$ cat src/logic/trap_pkg.sv
// machine mode only, one hart, RV32; mtvec modes 2 and 3 behave as direct mode
`default_nettype none

package trap_pkg;

	typedef logic [31:0] word_t;
	typedef logic [11:0] csr_addr_t;

	localparam csr_addr_t CSR_MSTATUS  = 12'h300;
	localparam csr_addr_t CSR_MIE      = 12'h304;
	localparam csr_addr_t CSR_MTVEC    = 12'h305;
	localparam csr_addr_t CSR_MSCRATCH = 12'h340;
	localparam csr_addr_t CSR_MEPC     = 12'h341;
	localparam csr_addr_t CSR_MCAUSE   = 12'h342;
	localparam csr_addr_t CSR_MTVAL    = 12'h343;
	localparam csr_addr_t CSR_MIP      = 12'h344;
	localparam csr_addr_t CSR_MHARTID  = 12'hf14;
	localparam csr_addr_t CSR_MTIME    = 12'hc01;	// time shadow, read only
	localparam csr_addr_t CSR_MTIMEH   = 12'hc81;

	// bit index of each csr in the one-hot select
	localparam int SEL_MSTATUS  = 0;
	localparam int SEL_MIE      = 1;
	localparam int SEL_MTVEC    = 2;
	localparam int SEL_MSCRATCH = 3;
	localparam int SEL_MEPC     = 4;
	localparam int SEL_MCAUSE   = 5;
	localparam int SEL_MTVAL    = 6;
	localparam int SEL_MIP      = 7;
	localparam int SEL_MHARTID  = 8;
	localparam int SEL_MTIME    = 9;
	localparam int SEL_MTIMEH   = 10;
	localparam int NUM_CSR      = 11;

	typedef enum logic [1:0] {
		CSR_READ  = 2'd0,
		CSR_WRITE = 2'd1,
		CSR_SET   = 2'd2,
		CSR_CLEAR = 2'd3
	} csr_op_e;

	localparam logic [3:0] CAUSE_PC_MISALIGNED = 4'd0;
	localparam logic [3:0] CAUSE_ILLEGAL       = 4'd2;
	localparam logic [3:0] CAUSE_ECALL_M       = 4'd11;
	localparam logic [3:0] CAUSE_TIMER_INT     = 4'd7;
	localparam logic [3:0] CAUSE_EXT_INT       = 4'd11;

	localparam int MSTATUS_MIE  = 3;
	localparam int MSTATUS_MPIE = 7;
	localparam int MIE_MEIE     = 11;	// also mip.MEIP
	localparam int MIE_MTIE     = 7;	// also mip.MTIP

	localparam logic [1:0] MTVEC_VECTORED = 2'd1;

	typedef union packed {
		word_t raw;
		struct packed {
			logic [29:0] base;
			logic [1:0]  mode;
		} f;
	} mtvec_u;

	typedef union packed {
		word_t raw;
		struct packed {
			logic        irq;
			logic [26:0] zero;
			logic [3:0]  code;
		} f;
	} mcause_u;

endpackage

`default_nettype wire

$ cat src/logic/csr_decode.sv
// purely combinational; set or clear with zero data counts as a read, so it may hit read-only CSRs
`default_nettype none

module csr_decode import trap_pkg::*; (
	input  wire logic                   csr_access,	// one-cycle command strobe
	input  wire csr_op_e                csr_op,
	input  wire csr_addr_t              csr_addr,
	input  wire word_t                  csr_wdata,
	output logic      [NUM_CSR - 1 : 0] csr_sel,	// one-hot, zero when idle
	output logic                        csr_we,
	output logic                        csr_illegal
);

	logic [NUM_CSR - 1 : 0] hit;
	logic                   known;
	logic                   wr_intent;
	logic                   read_only;

	// address match
	always_comb begin
		hit = '0;
		case (csr_addr)
			CSR_MSTATUS:  hit[SEL_MSTATUS]  = 1'b1;
			CSR_MIE:      hit[SEL_MIE]      = 1'b1;
			CSR_MTVEC:    hit[SEL_MTVEC]    = 1'b1;
			CSR_MSCRATCH: hit[SEL_MSCRATCH] = 1'b1;
			CSR_MEPC:     hit[SEL_MEPC]     = 1'b1;
			CSR_MCAUSE:   hit[SEL_MCAUSE]   = 1'b1;
			CSR_MTVAL:    hit[SEL_MTVAL]    = 1'b1;
			CSR_MIP:      hit[SEL_MIP]      = 1'b1;
			CSR_MHARTID:  hit[SEL_MHARTID]  = 1'b1;
			CSR_MTIME:    hit[SEL_MTIME]    = 1'b1;
			CSR_MTIMEH:   hit[SEL_MTIMEH]   = 1'b1;
			default:      hit = '0;
		endcase
	end

	assign known = |hit;

	// csrrs / csrrc with zero data only read
	always_comb begin
		case (csr_op)
			CSR_WRITE:           wr_intent = 1'b1;
			CSR_SET, CSR_CLEAR:  wr_intent = |csr_wdata;
			CSR_READ:            wr_intent = 1'b0;
			default:             wr_intent = 1'b0;
		endcase
	end

	assign read_only = hit[SEL_MHARTID] | hit[SEL_MTIME] | hit[SEL_MTIMEH];

	assign csr_sel     = csr_access ? hit : '0;
	assign csr_illegal = csr_access & (~known | (wr_intent & read_only));
	assign csr_we      = csr_access & wr_intent & known & ~read_only;	// no write on illegal

endmodule

`default_nettype wire

$ cat src/logic/mcsr.sv
// mstatus keeps MIE and MPIE only; mip follows the interrupt levels and ignores writes
`default_nettype none

module mcsr import trap_pkg::*; #(
	parameter word_t MTVEC_RESET = 32'h0000_0100,
	parameter word_t HART_ID     = 32'h0000_0000
) (
	input  wire logic                   cpu_clk,
	input  wire logic                   reset,
	input  wire logic                   csr_access,
	input  wire csr_op_e                csr_op,
	input  wire logic [NUM_CSR - 1 : 0] csr_sel,
	input  wire logic                   csr_we,
	input  wire word_t                  csr_wdata,
	input  wire logic [63:0]            mtime,
	input  wire logic                   ext_int,	// level
	input  wire logic                   timer_int,	// level
	input  wire logic                   trap_take,
	input  wire word_t                  mepc_next,
	input  wire mcause_u                mcause_next,
	input  wire word_t                  mtval_next,
	input  wire logic                   mret,
	output word_t                       csr_rdata,
	output logic                        csr_rvalid,
	output logic                        mstatus_mie,
	output logic [1:0]                  mie_bits,	// [1] external, [0] timer
	output logic [1:0]                  mip_bits,
	output mtvec_u                      mtvec,
	output word_t                       mepc
);

	logic  mstatus_mpie;
	word_t mscratch;
	word_t mcause_q;
	word_t mtval_q;
	word_t csr_vals [NUM_CSR];
	word_t rd_mux;
	word_t wr_val;

	function automatic word_t csr_modify(word_t old_val, csr_op_e op, word_t data);
		case (op)
			CSR_SET:   return old_val | data;
			CSR_CLEAR: return old_val & ~data;
			default:   return data;
		endcase
	endfunction

	// current value of every csr, laid out as software sees it
	always_comb begin
		csr_vals[SEL_MSTATUS]               = '0;
		csr_vals[SEL_MSTATUS][MSTATUS_MIE]  = mstatus_mie;
		csr_vals[SEL_MSTATUS][MSTATUS_MPIE] = mstatus_mpie;
		csr_vals[SEL_MIE]                   = '0;
		csr_vals[SEL_MIE][MIE_MEIE]         = mie_bits[1];
		csr_vals[SEL_MIE][MIE_MTIE]         = mie_bits[0];
		csr_vals[SEL_MIP]                   = '0;
		csr_vals[SEL_MIP][MIE_MEIE]         = mip_bits[1];
		csr_vals[SEL_MIP][MIE_MTIE]         = mip_bits[0];
		csr_vals[SEL_MTVEC]                 = mtvec.raw;
		csr_vals[SEL_MSCRATCH]              = mscratch;
		csr_vals[SEL_MEPC]                  = mepc;
		csr_vals[SEL_MCAUSE]                = mcause_q;
		csr_vals[SEL_MTVAL]                 = mtval_q;
		csr_vals[SEL_MHARTID]               = HART_ID;
		csr_vals[SEL_MTIME]                 = mtime[31:0];
		csr_vals[SEL_MTIMEH]                = mtime[63:32];
	end

	// one-hot and-or mux
	always_comb begin
		rd_mux = '0;
		for (int i = 0; i < NUM_CSR; i++) begin
			if (csr_sel[i])
				rd_mux = rd_mux | csr_vals[i];
		end
	end

	assign wr_val = csr_modify(rd_mux, csr_op, csr_wdata);

	// control state
	always_ff @(posedge cpu_clk) begin
		if (reset) begin
			mstatus_mie  <= 1'b0;
			mstatus_mpie <= 1'b0;
			mie_bits     <= 2'b00;
			mip_bits     <= 2'b00;
			mtvec.raw    <= MTVEC_RESET;
			csr_rvalid   <= 1'b0;
		end else begin
			mip_bits   <= {ext_int, timer_int};	// sampled every cycle
			csr_rvalid <= csr_access;
			if (trap_take) begin
				mstatus_mpie <= mstatus_mie;
				mstatus_mie  <= 1'b0;
			end else if (mret) begin
				mstatus_mie  <= mstatus_mpie;
				mstatus_mpie <= 1'b1;
			end else if (csr_we && csr_sel[SEL_MSTATUS]) begin
				mstatus_mie  <= wr_val[MSTATUS_MIE];
				mstatus_mpie <= wr_val[MSTATUS_MPIE];
			end
			if (csr_we && csr_sel[SEL_MIE])
				mie_bits <= {wr_val[MIE_MEIE], wr_val[MIE_MTIE]};
			if (csr_we && csr_sel[SEL_MTVEC])
				mtvec.raw <= wr_val;
		end
	end

	// payload registers
	always_ff @(posedge cpu_clk) begin
		if (csr_access)
			csr_rdata <= rd_mux;	// value before this write
		if (csr_we && csr_sel[SEL_MSCRATCH])
			mscratch <= wr_val;
		if (trap_take) begin
			mepc     <= mepc_next;
			mcause_q <= mcause_next.raw;
			mtval_q  <= mtval_next;
		end else if (csr_we) begin
			if (csr_sel[SEL_MEPC])
				mepc <= wr_val;
			if (csr_sel[SEL_MCAUSE])
				mcause_q <= wr_val;
			if (csr_sel[SEL_MTVAL])
				mtval_q <= wr_val;
		end
	end

endmodule

`default_nettype wire

$ cat src/logic/trap_ctrl.sv
// no trap masking besides mstatus.MIE; an event and mret in the same cycle is not supported
`default_nettype none

module trap_ctrl import trap_pkg::*; (
	input  wire logic       cpu_clk,
	input  wire logic       reset,
	input  wire word_t      pc,		// saved to mepc
	input  wire word_t      fault_pc,
	input  wire word_t      instr,
	input  wire logic       pc_misaligned,
	input  wire logic       instr_illegal,
	input  wire logic       csr_illegal,
	input  wire logic       ecall,
	input  wire logic       mstatus_mie,
	input  wire logic [1:0] mie_bits,
	input  wire logic [1:0] mip_bits,
	input  wire mtvec_u     mtvec,
	output logic            trap_take,	// combinational, same cycle as the event
	output word_t           mepc_next,
	output mcause_u         mcause_next,
	output word_t           mtval_next,
	output logic            trap,
	output word_t           trap_vector,
	output logic            csr_illegal_access
);

	logic  exc_any;
	logic  ext_pend;
	logic  tmr_pend;
	word_t base_addr;
	word_t vector_addr;

	assign exc_any  = pc_misaligned | instr_illegal | csr_illegal | ecall;
	assign ext_pend = mstatus_mie & mie_bits[1] & mip_bits[1];
	assign tmr_pend = mstatus_mie & mie_bits[0] & mip_bits[0];

	assign trap_take = exc_any | ext_pend | tmr_pend;
	assign mepc_next = pc;

	// priority: misaligned, illegal, ecall, then external, then timer
	always_comb begin
		mcause_next.f.irq  = 1'b0;
		mcause_next.f.zero = '0;
		mcause_next.f.code = '0;
		mtval_next         = '0;
		if (pc_misaligned) begin
			mcause_next.f.code = CAUSE_PC_MISALIGNED;
			mtval_next         = fault_pc;
		end else if (instr_illegal || csr_illegal) begin
			mcause_next.f.code = CAUSE_ILLEGAL;
			mtval_next         = instr;
		end else if (ecall) begin
			mcause_next.f.code = CAUSE_ECALL_M;
		end else if (ext_pend) begin
			mcause_next.f.irq  = 1'b1;
			mcause_next.f.code = CAUSE_EXT_INT;
		end else if (tmr_pend) begin
			mcause_next.f.irq  = 1'b1;
			mcause_next.f.code = CAUSE_TIMER_INT;
		end
	end

	assign base_addr = {mtvec.f.base, 2'b00};

	// vectored mode only offsets interrupts
	always_comb begin
		if (mtvec.f.mode == MTVEC_VECTORED && mcause_next.f.irq)
			vector_addr = base_addr + {26'd0, mcause_next.f.code, 2'b00};
		else
			vector_addr = base_addr;
	end

	always_ff @(posedge cpu_clk) begin
		if (reset) begin
			trap               <= 1'b0;
			csr_illegal_access <= 1'b0;
		end else begin
			trap               <= trap_take;	// one-cycle pulse
			csr_illegal_access <= csr_illegal;
		end
	end

	always_ff @(posedge cpu_clk) begin
		if (trap_take)
			trap_vector <= vector_addr;
	end

endmodule

`default_nettype wire

$ cat src/logic/machine_trap_unit.sv
// strobes are single-cycle and never stalled; interrupts trap two cycles after the level rises
`default_nettype none

module machine_trap_unit import trap_pkg::*; #(
	parameter word_t MTVEC_RESET = 32'h0000_0100,
	parameter word_t HART_ID     = 32'h0000_0000
) (
	input  wire logic        cpu_clk,
	input  wire logic        reset,		// synchronous
	input  wire logic        csr_access,
	input  wire csr_op_e     csr_op,
	input  wire csr_addr_t   csr_addr,
	input  wire word_t       csr_wdata,
	input  wire word_t       instr,		// csr or faulting instruction word
	input  wire word_t       pc,
	input  wire word_t       fault_pc,
	input  wire logic        pc_misaligned,
	input  wire logic        instr_illegal,
	input  wire logic        ecall,
	input  wire logic        mret,
	input  wire logic        ext_int,
	input  wire logic        timer_int,
	input  wire logic [63:0] mtime,
	output word_t            csr_rdata,
	output logic             csr_rvalid,
	output logic             csr_illegal_access,
	output logic             trap,
	output word_t            trap_vector,
	output word_t            mret_pc	// live mepc
);

	logic [NUM_CSR - 1 : 0] csr_sel;
	logic                   csr_we;
	logic                   csr_illegal;
	logic                   trap_take;
	word_t                  mepc_next;
	mcause_u                mcause_next;
	word_t                  mtval_next;
	logic                   mstatus_mie;
	logic [1:0]             mie_bits;
	logic [1:0]             mip_bits;
	mtvec_u                 mtvec;

	csr_decode u_csr_decode (
		.csr_access  (csr_access),
		.csr_op      (csr_op),
		.csr_addr    (csr_addr),
		.csr_wdata   (csr_wdata),
		.csr_sel     (csr_sel),
		.csr_we      (csr_we),
		.csr_illegal (csr_illegal)
	);

	mcsr #(
		.MTVEC_RESET (MTVEC_RESET),
		.HART_ID     (HART_ID)
	) u_mcsr (
		.cpu_clk     (cpu_clk),
		.reset       (reset),
		.csr_access  (csr_access),
		.csr_op      (csr_op),
		.csr_sel     (csr_sel),
		.csr_we      (csr_we),
		.csr_wdata   (csr_wdata),
		.mtime       (mtime),
		.ext_int     (ext_int),
		.timer_int   (timer_int),
		.trap_take   (trap_take),
		.mepc_next   (mepc_next),
		.mcause_next (mcause_next),
		.mtval_next  (mtval_next),
		.mret        (mret),
		.csr_rdata   (csr_rdata),
		.csr_rvalid  (csr_rvalid),
		.mstatus_mie (mstatus_mie),
		.mie_bits    (mie_bits),
		.mip_bits    (mip_bits),
		.mtvec       (mtvec),
		.mepc        (mret_pc)
	);

	trap_ctrl u_trap_ctrl (
		.cpu_clk            (cpu_clk),
		.reset              (reset),
		.pc                 (pc),
		.fault_pc           (fault_pc),
		.instr              (instr),
		.pc_misaligned      (pc_misaligned),
		.instr_illegal      (instr_illegal),
		.csr_illegal        (csr_illegal),
		.ecall              (ecall),
		.mstatus_mie        (mstatus_mie),
		.mie_bits           (mie_bits),
		.mip_bits           (mip_bits),
		.mtvec              (mtvec),
		.trap_take          (trap_take),
		.mepc_next          (mepc_next),
		.mcause_next        (mcause_next),
		.mtval_next         (mtval_next),
		.trap               (trap),
		.trap_vector        (trap_vector),
		.csr_illegal_access (csr_illegal_access)
	);

endmodule

`default_nettype wire

$ cat config.mk
export PLATFORM = sky130hd
export DESIGN_NAME = machine_trap_unit
export DESIGN_NICKNAME = d
export VERILOG_FILES = /design/src/logic/trap_pkg.sv /design/src/logic/csr_decode.sv /design/src/logic/mcsr.sv /design/src/logic/trap_ctrl.sv /design/src/logic/machine_trap_unit.sv
export SDC_FILE = /design/constraint.sdc
export NUM_CORES = 1
export LEC_CHECK = 0
export BUFFER_PORTS_ARGS = -buffer_cell sky130_fd_sc_hd__buf_2
export CORE_MARGIN = 2
export CORE_UTILIZATION = 40
export DETAILED_ROUTE_END_ITERATION = 10
export GPL_ROUTABILITY_DRIVEN = 0
export PLACE_DENSITY = 0.6
export SKIP_LAST_GASP = 1
export SLEW_MARGIN = 20
export SYNTH_ARGS = -nofsm -noshare
export SYNTH_HDL_FRONTEND = slang
export SYNTH_SLANG_ARGS = --single-unit
$ cat constraint.sdc
create_clock -name cpu_clk -period 9.7 [get_ports cpu_clk]
set_clock_uncertainty 0.1 [all_clocks]
set_input_delay 0.97 -clock cpu_clk [delete_from_list [all_inputs] [get_ports cpu_clk]]
set_output_delay 0.97 -clock cpu_clk [all_outputs]
set_load 0.01 [all_outputs]
==> results.cfg, run 1 <==
[clocking]
numCtsBuffers = 26
path_clk_slew_ns = 0.06
cts_tree = yes
cts_setup_buffers = 0
root_buffer = clkbuf_16
clk_latency_ns = 0.54
holdBufCountCts = 0
ctsResizeCount = 0
cts.sinks = 231
h-tree-depth = 1
max-clock-path-buffers = 3

[finish]
final_net_count = 1660
areaGrowthSynthToFinish_pct = 22.8
fin_cells = 1851
fill_cells = 2865
final_common_cell = buf_2
fin_util_pct = 49.7
final_layout_size_suffix_gt1_share_pct = 29.5
layout_common_cells = buf_2 (311), edfxtp_1 (163), o21ai_0 (92)

[timing]
tightest_slew_ns = 1.03
rsz0062_at_grt = false
max-slew-margin-rel_pct = 31.4
max_freq_ghz = 0.186
fin_crit_sh_pct = 55.5
hold_violations = 0
finalWorstPathRequiredPeriod_ns = 5.38
final.setup.tns_ns = 0
finalSetupViolations = 0
maxSlewViolCount = 0

[drt]
first_pass_iters = 9
wl_met2_um = 19100
wl_met3_um = 4170
top_layer = met4
detail_route.wl_per_cell_um = 23.9
drtAntennaViolNets = 0
route.layer.met1.wl_um = 18900
viasPerCell = 5.92
drcViolationCount = 0
wirelength_um = 44200
route.vias.total = 11000
drt_iter0_drc = 1454

[synth]
syn_inst = 1173
synth_ff_type = edfxtp_1
synthTopCellsByArea = edfxtp_1 (41%), dfxtp_1 (11%), o21ai_0 (3.9%)
synth_edf_count = 163
seq_area_frac_synth_pct = 52.5
yosysUniqueCellTypes = 74
synth_top_area_share_pct = 41.0
avgSynthCellArea_um2 = 10.2
synth_top_cell_by_area = edfxtp_1
ys_ff_latch = 231
yosysWarnings = 0
async_reset_ff_share_pct = 0
syn-cell-area_um2 = 11900

[setup_path]
end_kind = flip-flop
slowest_stage = buf_4
critical_path_peak_fanout = 43
crit_family = simple AND/OR/NAND/NOR gates
timing.rr.start = u_mcsr.mstatus_mie
max_stage_delay_ns = 0.49
cpMostUsedCell = buf_4
path_cells = buf_2 > buf_4 > nor3b_2 > nand2_1 > buf_4 > a21bo_2 > a221oi_4 > buf_4 > and2_1 > or2_2 > inv_1 > ha_1 > a21o_1 > a21o_1 > a21oi_1 > nand4bb_1 > nor3_1 > xor2_1
crit_required_ns = 9.88
worst-path-buf-inv = 5
cp.arrival_ns = 5.56
critPathKind = in -> reg
startpoint_type = primary input
crit_start = csr_addr[0]

[floorplan]
core_area_um2 = 29500
dieArea_um2 = 31200
initial_core_util_pct = 40.5
fp.dieW_um = 177
fp.dieH_um = 177
num_rows = 63
ios = 314

[power_and_ir_drop]
finalPower_mw = 2.32
power_leakage_nw = 5.89
peakVddDrop_mv = 0.121
cellPowerDensity_nw_per_um2 = 159

[global_route]
antenna_found_initial = 1
grt-ovfl-total = 0
grt_max_degree = 69
grt_pass1_vias = 10300
grt_pass1_wl_um = 64000
grt_usage_pct = 27.4

[place]
post-dp-hpwl_um = 31800
dp.cells = 1802
port_buffers = 311

[run]
max-cap-violations = 0

[run_status]
outcome = complete, no violations

[hold_path]
hp-class = reg -> reg
min_from = u_mcsr.mcause_q[27]
-- state kept, by name (all words and copies together) (netlist names) --
| name | cells |
|---|---|
| u_mcsr.mip_bits | 2 |
| u_mcsr.mstatus_mpie | 1 |
| u_mcsr.csr_rdata | 32 |
| u_mcsr.mtval_q | 32 |
| u_mcsr.mstatus_mie | 1 |
| u_trap_ctrl.trap_vector | 30 |
| u_mcsr.csr_rvalid | 1 |
| u_mcsr.mepc | 32 |
| u_trap_ctrl.trap | 1 |
| u_mcsr.mie_bits | 2 |
| u_trap_ctrl.csr_illegal_access | 1 |
| u_mcsr.mscratch | 32 |
| u_mcsr.mcause_q | 32 |
| u_mcsr.mtvec | 32 |
-- stage by stage --
step | cell area (um2) | hold WS [ns] | worst slack, ns
2_1_floorplan | 11900 | 0.327 | 4.41
3_3_place_gp | 13800 | 0.346 | 3.82
3_5_place_dp | 13800 | 0.354 | 3.77
4_1_cts | 14600 | 0.361 | 4.33
5_1_grt | 14600 | 0.382 | 4.02
6_report | 14600 | 0.358 | 4.32
-- power by group --
part / switching (mW) / internal [mW]
clock network: 0.403 / 0.588
logic: 0.144 / 0.0879
registers: 0.0145 / 1.09
total: 0.561 / 1.76
-- worst register-to-register path, cell delays in order, from the launching register on --
cell,delay (ns)
dfxtp_1,0.38
a31oi_1,0.46
and2_1,0.35
and2_1,0.22
or2_2,0.20
inv_1,0.06
ha_1,0.27
a21o_1,0.16
a21o_1,0.20
a21oi_1,0.49
nand4bb_1,0.44
nor3_1,0.10
xor2_1,0.15
-- synthesized netlist by cell type (all sizes together) (9+ instances only) --
library cell,instances
edfxtp,163
o21ai,122
nand2,77
nor2,70
a21oi,68
dfxtp,68
inv,61
clkbuf,54
o22ai,46
nand3,44
buf,41
nor3b,37
nand2b,33
mux2,28
a22oi,27
a222oi,23
nand4,23
nand4b,20
xor2,19
a221oi,16
nor4,16
nor3,10
nor2b,9
xnor2,9
-- worst paths after layout --
kind,to,slack [ns],depth (start not counted)
worst max-delay path,u_trap_ctrl.trap_vector[21],4.32,18
worst min-delay path,u_mcsr.mcause_q[27],0.36,2
worst max register to register,u_trap_ctrl.trap_vector[21],5.87,12
worst min register to register,u_mcsr.mcause_q[27],0.36,2
-- cell type report --
cell class	instances	area (um2)	share of cell area, %
clock buffer	35	704	4.81
antenna	1	2.50	0.0171
multi-input combinational	787	5090	34.8
clock inverter	13	149	1.02
sequential	231	6260	42.7
timing repair buffer	333	1720	11.8
inverter	61	231	1.58
tap	390	488	3.33
-- routing by layer --
metal | vias to the layer above | global-route usage (%)
met5 | - | 0
li1 | 4963 | -
met2 | 664 | 41.2
met4 | 0 | 11.4
met3 | 124 | 3.91
met1 | 5200 | 39.6
-- cell families (layout without fill, tap and decap cells) --
kind of cell	Yosys count	after routing	share of synthesized area, %
other cells	1	3	0.0314
simple gates	378	378	18.4
compound gates	341	341	17.9
buf+inv	156	442	5.50
mux	33	33	3.06
fa+ha+maj	5	5	0.588
flops	231	231	52.5
xor+xnor	28	28	2.06
Power figures use the tool's default switching activity.
==> inputs of run 2 (changes only) <==
- PLACE_DENSITY: 0.6 -> 0.63
- clock period: 9.7 -> 4.83 ns (I/O delays scaled with it)
==> results.cfg, run 2 (synthesis results as in run 1) <==
[drt]
detail_route.wl_per_cell_um = 23.6
viasPerCell = 5.93
drtAntennaViolNets = 0
wirelength_um = 43900
route.vias.total = 11000
first_pass_iters = 9
drcViolationCount = 0
drt_iter0_drc = 1365

[clocking]
ctsResizeCount = 0
cts.sinks = 231
h-tree-depth = 1
clk_latency_ns = 0.54
cts_tree = yes
path_clk_slew_ns = 0.06
max-clock-path-buffers = 3
cts_setup_buffers = 0
root_buffer = clkbuf_16
numCtsBuffers = 26
holdBufCountCts = 0

[finish]
layout_common_cells = buf_2 (311), edfxtp_1 (163), o21ai_0 (92)
final_common_cell = buf_2
insertedDiodeCount = 0
fin_util_pct = 49.9
fill_cells = 2775
areaGrowthSynthToFinish_pct = 23.4
final_layout_size_suffix_gt1_share_pct = 30.3
final_net_count = 1673
design_area_um2 = 14700

[floorplan]
dieArea_um2 = 31200
initial_core_util_pct = 40.5
core_area_um2 = 29500
fp.dieH_um = 177
fp.dieW_um = 177
num_rows = 63
ios = 314

[power_and_ir_drop]
cellPowerDensity_nw_per_um2 = 314
power_leakage_nw = 5.93
peakVddDrop_mv = 0.245
finalPower_mw = 4.63

[timing]
hold_violations = 0
finalWorstPathRequiredPeriod_ns = 4.14
tightest_slew_ns = 1.03
rsz0062_at_grt = false
max-slew-margin-rel_pct = 30.6
fin_crit_sh_pct = 85.8
maxSlewViolCount = 0
finalSetupViolations = 0
final.setup.tns_ns = 0
max_freq_ghz = 0.241
whs_ns = 0.0811

[place]
port_buffers = 311
post-dp-hpwl_um = 32700
placed_area_um2 = 13900

[global_route]
grt_pass1_wl_um = 63500
grt_pass1_vias = 10200
grt-ovfl-total = 0
antenna_found_initial = 2
grt_usage_pct = 27.2
grt_max_degree = 96

[setup_path]
critical_path_peak_fanout = 8
startpoint_type = primary input
end_kind = flip-flop
crit_required_ns = 5.00
critPathKind = in -> reg
cp.arrival_ns = 4.32

[run]
max-cap-violations = 0

[run_status]
outcome = complete, no violations

[hold_path]
hp-class = in -> reg
[run 2: changes by cell type in the layout (fill, tap and decap cells not counted)]
cell / before / now
nand2b_1: 32 / 33
inv_6: 0 / 1
buf_4: 22 / 35
diode_2: 1 / 0
clkinv_1: 5 / 0
o21ai_2: 1 / 2
o21ai_4: 1 / 0
clkinvlp_4: 0 / 4
clkbuf_1: 7 / 9
clkinv_4: 1 / 0
nand2b_2: 1 / 0
bufinv_16: 3 / 2
[run 2: path summary, 6_finish.rpt]
check | startpoint | to | slack, ns | cells past startpoint
setup / recovery | csr_wdata[7] | u_trap_ctrl.trap_vector[21] | 0.69 | 15
hold / removal | ext_int | u_mcsr.mip_bits[1] | 0.08 | 2
setup reg to reg | u_mcsr.mstatus_mie | u_trap_ctrl.trap_vector[21] | 1.44 | 12
hold reg to reg | u_mcsr.mcause_q[16] | u_mcsr.mcause_q[16] | 0.36 | 2
[run 2: power by group]
group,total (mW),internal (mW),switching [mW]
Sequential,2.21,2.18,0.0290
Clock,1.94,1.14,0.804
Combinational,0.469,0.180,0.289
Total,4.63,3.50,1.12
[run 2: cell type report]
class	count	area, um2	share of cell area (%)
well taps	390	488	3.32
flip-flops and latches	231	6260	42.5
clock inverters	11	130	0.884
clock buffers	37	712	4.84
repair buffers	346	1820	12.4
inverters	61	231	1.57
multi-input cells	787	5080	34.5
[run 2: metal layers]
metal / global-route usage, % / routed length, um
met1: 38.7 / 18300
met2: 41.5 / 19300
met3: 4.55 / 4460
met4: 10.8 / 1910
met5: 0 / 13
[run 2: metrics by stage]
| stage | setup slack [ns] | std cells |
|---|---|---|
| floorplan | 0.0235 | 1174 |
| global placement | 0.244 | 1815 |
| detailed placement | 0.137 | 1815 |
| CTS | 0.703 | 1863 |
| global route | 0.423 | 1863 |
| finish | 0.687 | 1863 |
[run 2: critical path, stage by stage]
cell and delay (ns):
buf_2 0.14, nor4_1 0.54, nand4_1 0.38, or3_1 0.49, a221oi_4 0.32, and2_1 0.21, or2_2 0.17, inv_1 0.05
ha_1 0.26, a21o_1 0.11, a21o_1 0.15, a21oi_1 0.10, nand4bb_1 0.45, nor3_1 0.35, xor2_1 0.11
